[src/common/regFile_settings.svh]
`ifndef REGFILE_SETTINGS_SVH
`define REGFILE_SETTINGS_SVH

////////////////////////////////////////////////////////////
// register file geometry
////////////////////////////////////////////////////////////

// number of architectural registers
`define REG_COUNT 32
// bits needed to name one register
`define REG_ADDR_WIDTH 5
// width of a register word and of the ALU datapath
`define DATA_WIDTH 32

`endif

[src/common/regFilePkg.sv]
`default_nettype none

`include "regFile_settings.svh"

package regFilePkg;

	////////////////////////////////////////////////////////////
	// width types
	////////////////////////////////////////////////////////////

	typedef logic [`REG_ADDR_WIDTH-1:0] regAddr_t;
	typedef logic [`DATA_WIDTH-1:0] dataWord_t;
	typedef logic [`REG_COUNT-1:0] wordEnable_t;
	typedef logic [15:0] immediate_t;

	// ALU operation codes
	typedef enum logic [3:0]
	{
		opAdd     = 4'd0,
		opSub     = 4'd1,
		opAnd     = 4'd2,
		opOr      = 4'd3,
		opXor     = 4'd4,
		// signed compare, result is 1 or 0
		opSlt     = 4'd5,
		opSll     = 4'd6,
		opSrl     = 4'd7,
		// zero-extended immediate
		opLoadImm = 4'd8
	} aluOp_t;

	// one issued instruction, 35 bits
	typedef struct packed
	{
		aluOp_t     op;
		regAddr_t   rd;
		regAddr_t   rs1;
		regAddr_t   rs2;
		immediate_t imm;
	} instruction_t;

endpackage

`default_nettype wire

[src/regFile/readPortMux.sv]
`timescale 1ns/1ps
`default_nettype none

`include "regFile_settings.svh"

module readPortMux
	import regFilePkg::*;
(
	input  dataWord_t words [`REG_COUNT],
	input  regAddr_t  readAddr,
	output dataWord_t readData
);

	// four-way select used at every level of the tree
	function automatic dataWord_t pickFour
	(
		input dataWord_t in0,
		input dataWord_t in1,
		input dataWord_t in2,
		input dataWord_t in3,
		input logic [1:0] sel
	);
		dataWord_t picked;
		case (sel)
			2'd0: picked = in0;
			2'd1: picked = in1;
			2'd2: picked = in2;
			default: picked = in3;
		endcase
		return picked;
	endfunction

	dataWord_t firstStage [`REG_COUNT/4];
	dataWord_t secondStage [`REG_COUNT/16];

	////////////////////////////////////////////////////////////
	// stage one, address bits 1:0
	////////////////////////////////////////////////////////////

	for (genvar g = 0; g < `REG_COUNT/4; g++)
	begin : g_firstStage
		assign firstStage[g] = pickFour(words[4*g], words[4*g+1], words[4*g+2],
			words[4*g+3], readAddr[1:0]);
	end

	////////////////////////////////////////////////////////////
	// stage two, address bits 3:2
	////////////////////////////////////////////////////////////

	for (genvar g = 0; g < `REG_COUNT/16; g++)
	begin : g_secondStage
		assign secondStage[g] = pickFour(firstStage[4*g], firstStage[4*g+1],
			firstStage[4*g+2], firstStage[4*g+3], readAddr[3:2]);
	end

	// last level is a two-way pick on the top address bit
	assign readData = readAddr[4] ? secondStage[1] : secondStage[0];

endmodule

`default_nettype wire

[src/regFile/registerFile.sv]
`timescale 1ns/1ps
`default_nettype none

`include "regFile_settings.svh"

module registerFile
	import regFilePkg::*;
(
	input  logic      clock,
	input  logic      rstN,
	input  regAddr_t  readAddrA,
	input  regAddr_t  readAddrB,
	input  regAddr_t  writeAddr,
	input  logic      writeEnable,
	input  dataWord_t writeData,
	output dataWord_t readDataA,
	output dataWord_t readDataB
);

	wordEnable_t wordEnable;
	dataWord_t   wordValue [`REG_COUNT];

	////////////////////////////////////////////////////////////
	// write side
	////////////////////////////////////////////////////////////

	writeDecoder i_writeDecoder
	(
		.writeAddr   (writeAddr),
		.writeEnable (writeEnable),
		.wordEnable  (wordEnable)
	);

	// every word sees the same write data, only its own enable
	for (genvar w = 0; w < `REG_COUNT; w++)
	begin : g_word
		registerWord i_registerWord
		(
			.clock     (clock),
			.rstN      (rstN),
			.load      (wordEnable[w]),
			.writeData (writeData),
			.value     (wordValue[w])
		);
	end

	////////////////////////////////////////////////////////////
	// read side
	////////////////////////////////////////////////////////////

	readPortMux i_readPortA
	(
		.words    (wordValue),
		.readAddr (readAddrA),
		.readData (readDataA)
	);

	readPortMux i_readPortB
	(
		.words    (wordValue),
		.readAddr (readAddrB),
		.readData (readDataB)
	);

endmodule

`default_nettype wire

[src/regFile/registerWord.sv]
`timescale 1ns/1ps
`default_nettype none

module registerWord
	import regFilePkg::*;
(
	input  logic      clock,
	input  logic      rstN,
	input  logic      load,
	input  dataWord_t writeData,
	output dataWord_t value
);

	////////////////////////////////////////////////////////////
	// storage
	////////////////////////////////////////////////////////////

	always_ff @(posedge clock or negedge rstN)
	begin
		if (!rstN)
		begin
			value <= '0;
		end
		else if (load)
		begin
			// holds its value whenever load is low
			value <= writeData;
		end
	end

endmodule

`default_nettype wire

[src/regFile/writeDecoder.sv]
`timescale 1ns/1ps
`default_nettype none

`include "regFile_settings.svh"

module writeDecoder
	import regFilePkg::*;
(
	input  regAddr_t    writeAddr,
	input  logic        writeEnable,
	output wordEnable_t wordEnable
);

	// one-hot decode of the write address, gated by the write enable
	always_comb
	begin
		wordEnable = '0;
		for (int i = 0; i < `REG_COUNT; i++)
		begin
			if (writeEnable && (writeAddr == regAddr_t'(i)))
			begin
				wordEnable[i] = 1'b1;
			end
		end
	end

endmodule

`default_nettype wire

[src/verilog/aluUnit.sv]
`timescale 1ns/1ps
`default_nettype none

module aluUnit
	import regFilePkg::*;
(
	input  aluOp_t     op,
	input  dataWord_t  operandA,
	input  dataWord_t  operandB,
	input  immediate_t imm,
	output dataWord_t  aluResult
);

	logic [4:0] shiftAmount;
	logic       lessThan;
	dataWord_t  sum;
	dataWord_t  difference;
	dataWord_t  immExtended;

	// only the low five bits of b count for shifts
	assign shiftAmount = operandB[4:0];

	// add and sub wrap, carry out is dropped
	assign sum        = operandA + operandB;
	assign difference = operandA - operandB;

	assign lessThan = $signed(operandA) < $signed(operandB);

	assign immExtended = dataWord_t'(imm);

	////////////////////////////////////////////////////////////
	// result select
	////////////////////////////////////////////////////////////

	always_comb
	begin
		case (op)
			opAdd:     aluResult = sum;
			opSub:     aluResult = difference;
			opAnd:     aluResult = operandA & operandB;
			opOr:      aluResult = operandA | operandB;
			opXor:     aluResult = operandA ^ operandB;
			opSlt:     aluResult = dataWord_t'(lessThan);
			opSll:     aluResult = operandA << shiftAmount;
			opSrl:     aluResult = operandA >> shiftAmount;
			opLoadImm: aluResult = immExtended;
			// unused codes give zero
			default:   aluResult = '0;
		endcase
	end

endmodule

`default_nettype wire

[src/verilog/datapathTop.sv]
`timescale 1ns/1ps
`default_nettype none

module datapathTop
	import regFilePkg::*;
(
	input  logic         clock,
	input  logic         rstN,
	input  instruction_t instruction,
	input  logic         issue,
	output dataWord_t    result,
	output logic         resultValid
);

	dataWord_t readDataA;
	dataWord_t readDataB;
	dataWord_t aluResult;

	////////////////////////////////////////////////////////////
	// register read and write-back
	////////////////////////////////////////////////////////////

	// write-back lands on the issuing edge, so the next issue already sees it
	registerFile i_registerFile
	(
		.clock       (clock),
		.rstN        (rstN),
		.readAddrA   (instruction.rs1),
		.readAddrB   (instruction.rs2),
		.writeAddr   (instruction.rd),
		.writeEnable (issue),
		.writeData   (aluResult),
		.readDataA   (readDataA),
		.readDataB   (readDataB)
	);

	////////////////////////////////////////////////////////////
	// execute
	////////////////////////////////////////////////////////////

	aluUnit i_aluUnit
	(
		.op        (instruction.op),
		.operandA  (readDataA),
		.operandB  (readDataB),
		.imm       (instruction.imm),
		.aluResult (aluResult)
	);

	// result copy for the outside, valid for one cycle per issue
	always_ff @(posedge clock or negedge rstN)
	begin
		if (!rstN)
		begin
			result      <= '0;
			resultValid <= 1'b0;
		end
		else
		begin
			resultValid <= issue;
			if (issue)
			begin
				result <= aluResult;
			end
		end
	end

endmodule

`default_nettype wire
[config.mk]
export PLATFORM = sky130hd
export DESIGN_NAME = datapathTop
export DESIGN_NICKNAME = d
export VERILOG_FILES = /design/src/common/regFilePkg.sv /design/src/regFile/readPortMux.sv /design/src/regFile/registerFile.sv /design/src/regFile/registerWord.sv /design/src/regFile/writeDecoder.sv /design/src/verilog/aluUnit.sv /design/src/verilog/datapathTop.sv
export VERILOG_INCLUDE_DIRS = /design/src /design/src/common
export SDC_FILE = /design/constraint.sdc
export NUM_CORES = 2
export LEC_CHECK = 0
export BUFFER_PORTS_ARGS = -buffer_cell sky130_fd_sc_hd__buf_4
export CORE_ASPECT_RATIO = 2
export CORE_MARGIN = 2
export CORE_UTILIZATION = 55
export DETAILED_ROUTE_END_ITERATION = 16
export PLACE_DENSITY = 0.78
export SYNTH_ARGS = -nofsm -noshare
export SYNTH_HDL_FRONTEND = slang
export SYNTH_SLANG_ARGS = --single-unit
[constraint.sdc]
create_clock -name clock -period 6.7 [get_ports clock]
set_clock_uncertainty 0.2 [all_clocks]
set_input_delay 0.335 -clock clock [delete_from_list [all_inputs] [get_ports clock]]
set_output_delay 0.335 -clock clock [all_outputs]
set_load 0.03 [all_outputs]
; ---- Word-level counts from Yosys, hierarchy flattened
; Index checks and enable logic that the tools add are counted.
[word_totals]
ff_bits = 1057
latchBits = 0
ram_bits = 0
rom_bits = 0
out_inout_bits = 33
elab_cells = 182
memories = 0
[op_classes]
addsub = 2
multipliers = 0
div_mod_pow = 0
magnitude_cmp = 1
n_eq_ne = 47
n_shift = 2
muxes = 55
n_bitwise = 3
n_reduce_logical = 38
[op_table]
columns = operator, n
row1 = $pmux W32 S3, 20
row2 = $pmux W32 S9, 1
row3 = $eq A5 B5 Y1 const B, 16
row4 = $mux W32, 2
row5 = $eq A5 B4 Y1 const B, 8
row6 = $add A32 B32 Y32, 1
row7 = $and A32 B32 Y32, 1
row8 = $logic_and A1 B1 Y1, 32
row9 = $lt A32 B32 Y1, 1
row10 = $mux W1, 32
row11 = $or A32 B32 Y32, 1
row12 = $shl A32 B5 Y32, 1
row13 = $shr A32 B5 Y32, 1
row14 = $sub A32 B32 Y32, 1
row15 = $xor A32 B32 Y32, 1
row16 = $eq A5 B3 Y1 const B, 4
row17 = $eq A4 B3 Y1 const B, 4
row18 = $eq A5 B2 Y1 const B, 2
row19 = $eq A2 B1 Y1 const B, 4
row20 = $eq A2 B2 Y1 const B, 4
row21 = $eq A4 B2 Y1 const B, 2
row22 = $logic_not A2 Y1, 4
row23 = $eq A5 B1 Y1 const B, 1
row24 = $logic_not A5 Y1, 1
row25 = 3 further kinds, 3

; ---- Depth between registers and ports, before layout
[depth]
ltp_word = 6
depth_mapped = 26
depth_no_buf = 18

; ---- Modules after synthesis
; A second synthesis with hierarchy kept.
[hier_totals]
hier_cells = 6001
hier_area_um2 = 72291.8
[by_module_without_submodules]
columns = module, n_inst, cells_each, area_per_inst_um2, seq_area_each_um2
row1 = registerWord, 32, 68, 1345.0, 800.8
row2 = readPortMux, 2, 1226, 9714.3, 0.0
row3 = aluUnit, 1, 1257, 8217.9, 0.0
row4 = datapathTop, 1, 69, 1370.1, 825.8
row5 = writeDecoder, 1, 47, 234.0, 0.0

; ---- Worst setup path before layout
; Ideal clock, no wire load.
[synth_timing]
path_type = input to register
startpoint = input instruction[16] in the netlist's numbering
endpoint = register i_registerFile.g_word[0].i_registerWord.value[30]
arrival_ns = 6.512
required_ns = 6.367
setup_slack_ns = -0.145
cell_stages = 25
path_buffers = 10
path_cell_list = buf_6 > buf_2 > buf_2 > buf_2 > buf_2 > buf_1 > buf_1 > mux4_2 > mux4_2 > nand2_1 > nand2_1 > ha_1 > clkbuf_1 > nor2b_1 > nor3_1 > a211oi_1 > a211oi_1 > o311ai_0 > a311oi_1 > o21a_1 > o32ai_1 > and4_1 > clkbuf_1 > buf_2 > a21oi_1
[synth_via]
elab_chain_cells = 6
word_cells_on_any_way = 22
[synth_lines]
columns = element, line_no
row1 = "start, declared", datapathTop.sv:9  ; input instruction_t instruction,
row2 = "$eq A2 B2 Y1, or another cell as far along", readPortMux.sv:24  ; case (sel)
row3 = $pmux W32 S3 (2 in a row), readPortMux.sv:24
row4 = $mux W32 (*), readPortMux.sv:57  ; assign readData = readAddr[4] ? secondStage[1] : secondStage[0];
row5 = "$sub A32 B32 Y32, or another cell as far along", aluUnit.sv:25  ; assign difference = operandA - operandB;
row6 = $pmux W32 S9 (*), aluUnit.sv:37  ; case (op)
row7 = "end signal, assigned", registerWord.sv:27  ; value <= writeData;
row8 = "end, declared", registerWord.sv:11  ; output dataWord_t value
; Mark *: on every way between the ends. The rest lies on a longest branch, timed or not.
; A chain may end at the register's enable or synchronous reset.

; ---- Final worst setup path
[layout_timing]
startpoint = input instruction[22] in the netlist's numbering
endpoint = register i_registerFile.g_word[28].i_registerWord.value[30]
[layout_via]
elab_chain_cells = 6
word_cells_on_any_way = 22
[layout_lines]
columns = element, line_no
row1 = "$eq A2 B2 Y1, or another cell as far along", readPortMux.sv:24
row2 = $pmux W32 S3 (2 in a row), readPortMux.sv:24
row3 = $mux W32 (*), readPortMux.sv:57
row4 = "$sub A32 B32 Y32, or another cell as far along", aluUnit.sv:25
row5 = $pmux W32 S9 (*), aluUnit.sv:37
row6 = "end signal, assigned", registerWord.sv:27
row7 = "end, declared", registerWord.sv:11
; Marked as above.

==> impl_metrics.ini <==
[outcome]
outcome = finished with violations
violations = max-capacitance violations, max-slew violations

[setup_path]
cp_data_arrival_time_ps = 6710
worstSetupPathType = input port to flip-flop
endpoint_kind = flip-flop
worst_setup_path_start_kind = input port
cp_data_required_time_ps = 7050
reg2reg_setup_slack_ps = 390
cp_max_fo = 33
rr_worst_depth = 21

[final_layout]
seqCellArea_sq_um = 26500
multiInputGateArea_sq_um = 36200
postLayoutCellArea_sq_um = 72300
layout.nets = 6381
syn_to_final_growth_pct = 10.5
final_common_cell = dfrtp_1
drive_above_1_share_pct = 23.1
layout_common_cells = dfrtp_1 (1057), nor2_1 (833), a21oi_1 (616)
n_fill_cell = 9234

[routing]
vias = 58200
drc_errors = 0
routed_wl_um = 272000
postRouteAntennaNets = 0
drt_iter0_markers = 8562
firstDrtPassIters = 7
via_per_inst = 7.41
wire_per_inst_um = 34.6

[power]
p_switching_mw = 10.4
power.share.combinational_pct = 40.3
pwr_density_cell_nw_per_um2 = 364
ir_worst_vdd_mv = 0.301
p_int_mw = 16.0
total_power_mw = 26.4
pwr-share-clk_pct = 22.8
power_leakage_nw = 30.6
seq_power_share_pct = 36.9
swShare_pct = 39.3

[sta]
drv_slew = 5
fin_ws_ps = 339
rsz0062_at_grt = no
worstMarginPinSlew_ps = 1610
max_clock_freq_mhz = 157
setup_violations = 0
finalSetupTns_ps = 0
finalHoldViolations = 0
fin_crit_ps = 6360
maxSlewHeadroom_pct = -7.85
min_period_over_period_pct = 94.9

[global_route]
grtUsageTotal_pct = 45.0
grt_pass1_vias = 58300
grt_first_pass_wirelength_um = 397000
grt_overflow = 0
antenna_found_initial = 8
grt_max_degree = 188

[synthesis]
synth_warnings = 0
synth_seq_cells = 1057
ys_types = 104
syn_avg_cell_area_sq_um = 10.3
synthTopCellsByArea = dfrtp_1 (40%), mux4_2 (14%), mux2i_1 (5.1%)
ys_seq_area_share_pct = 40.4
synth_top_area_share_pct = 40.4
synth_cells = 6327
ys.flop_type = dfrtp_1
synth_edf_count = 0
synth_top_cell_by_area = dfrtp_1
syn_area_sq_um = 65400
ys_async_sr_fraction_pct = 100
synth_fp_nets = 6468

[job]
cap_violations = 1

[clock_tree]
cts_max_level = 3
numCtsBuffers = 98
clock_latency_ps = 730
cts_tree = yes
cts-root-buf = clkbuf_16
cts.sinks = 1057
clock_path_buffers = 3
cts.clk_slew.worst_paths_ps = 70

[die]
die_area_sq_um = 122000
dieHeight_um = 492
die_w_um = 248
start_util_pct = 55.2
core_sq_um = 118000
ios = 71
rows = 179

[place]
port_buffers = 70
gp_congestion = 1.05
place_hpwl_um = 178000
pre_cts_ws_ps = 38.2
place_area_sq_um = 68900

[min_path]
hold_path_class = input port to flip-flop
hold_depth = 5
hp-start = instruction[30]
## worst max-delay path by stage
stage	slack [ps]	from	to
floorplan	6	instruction[16]	flip-flop
global placement	90	instruction[16]	result[30]$_DFFE_PN0P_
detailed placement	40	instruction[16]	result[30]$_DFFE_PN0P_
CTS	510	flip-flop	flip-flop
global route	140	flip-flop	flip-flop
finish	340	instruction[22]	flip-flop
## stage by stage
stage | util (%) | hold WS (ps) | instances
final | 61.1 | 12.2 | 7861
after floorplan | - | -161 | 6327
after global routing | 61.1 | 85.6 | 7858
after CTS | 61.0 | 23.8 | 7856
after detailed placement | 58.1 | 279 | 7674
after global placement | 58.1 | 268 | 7674
## registers in the layout (all words and copies together) (netlist names)
signal and count:
i_registerFile.g_word.i_registerWord.value 1024, resultValid 1, result 32
## area by class of cell
class	count	area share (%)
tap	1538	2.66
timing repair buffer	439	5.51
clock buffer	130	3.85
clock inverter	49	0.854
inverter	107	0.555
antenna	4	0.0138
multi-input combinational	4537	50.0
sequential	1057	36.6
## power groups by stage
stage | clock network [mW] | registers [mW] | logic [mW]
finish | 6.01 | 9.73 | 10.6
global route | 6.28 | 9.92 | 11.2
CTS | 5.98 | 9.66 | 10.3
detailed placement | 0 | 9.75 | 10.2
global placement | 0 | 9.52 | 9.91
floorplan | 0 | 9.37 | 6.54
## metal layers
layer | vias to the layer above | wire (um) | GRT usage (%)
li1 | 23400 | - | -
met1 | 28700 | 91200 | 56.0
met2 | 4783 | 115000 | 63.3
met3 | 1405 | 37100 | 14.7
met4 | 2 | 29200 | 36.9
met5 | - | 13 | 0
## repair_timing
item / in CTS / in global routing
resized for setup: 0 / 0
buffers inserted: 0 / 0
hold buffers: 3 / 0
endpoints found under the hold margin: 102 / 0
## critical path, stage by stage
cell	delay (ps)
buf_6	410
buf_4	500
mux4_2	380
mux2i_1	190
o21ai_0	190
a21o_1	470
ha_1	740
inv_1	190
a211oi_1	450
nor4_1	90
a211oi_1	610
o311ai_0	310
buf_4	220
buf_4	130
a311oi_1	360
o31ai_1	110
o32ai_1	170
and4_1	410
buf_12	230
a21oi_1	90
## kinds of logic after synthesis
family / after synthesis / share of synthesized area, %
flip-flops: 1057 / 40.4
buffers and inverters: 733 / 5.04
AND/OR/NAND/NOR: 1695 / 11.2
adder cells (fa/ha/maj): 103 / 1.99
AO/OA/AOI/OAI: 1660 / 16.2
multiplexers: 1070 / 25.0
XOR/XNOR: 9 / 0.120
## cell usage after synthesis, drive strengths merged (10+ instances only)
cell type / count
a2111oi: 18
a211o: 15
a211oi: 49
a21o: 14
a21oi: 617
a221o: 26
a221oi: 74
a22oi: 67
a311oi: 12
a31oi: 88
a32o: 11
a41oi: 71
and2: 21
and3: 29
buf: 222
clkbuf: 404
dfrtp: 1057
ha: 101
inv: 103
mux2: 325
mux2i: 337
mux4: 408
nand2: 426
nand2b: 23
nand3: 85
nand3b: 10
nand4: 32
nor2: 868
nor2b: 36
nor3: 78
nor4: 27
o211ai: 26
o21a: 15
o21ai: 318
o21bai: 16
o221ai: 34
o22ai: 58
o31ai: 15
o32ai: 25
or2: 14
or3: 14
Note: power is estimated with default switching activity, not from simulation.
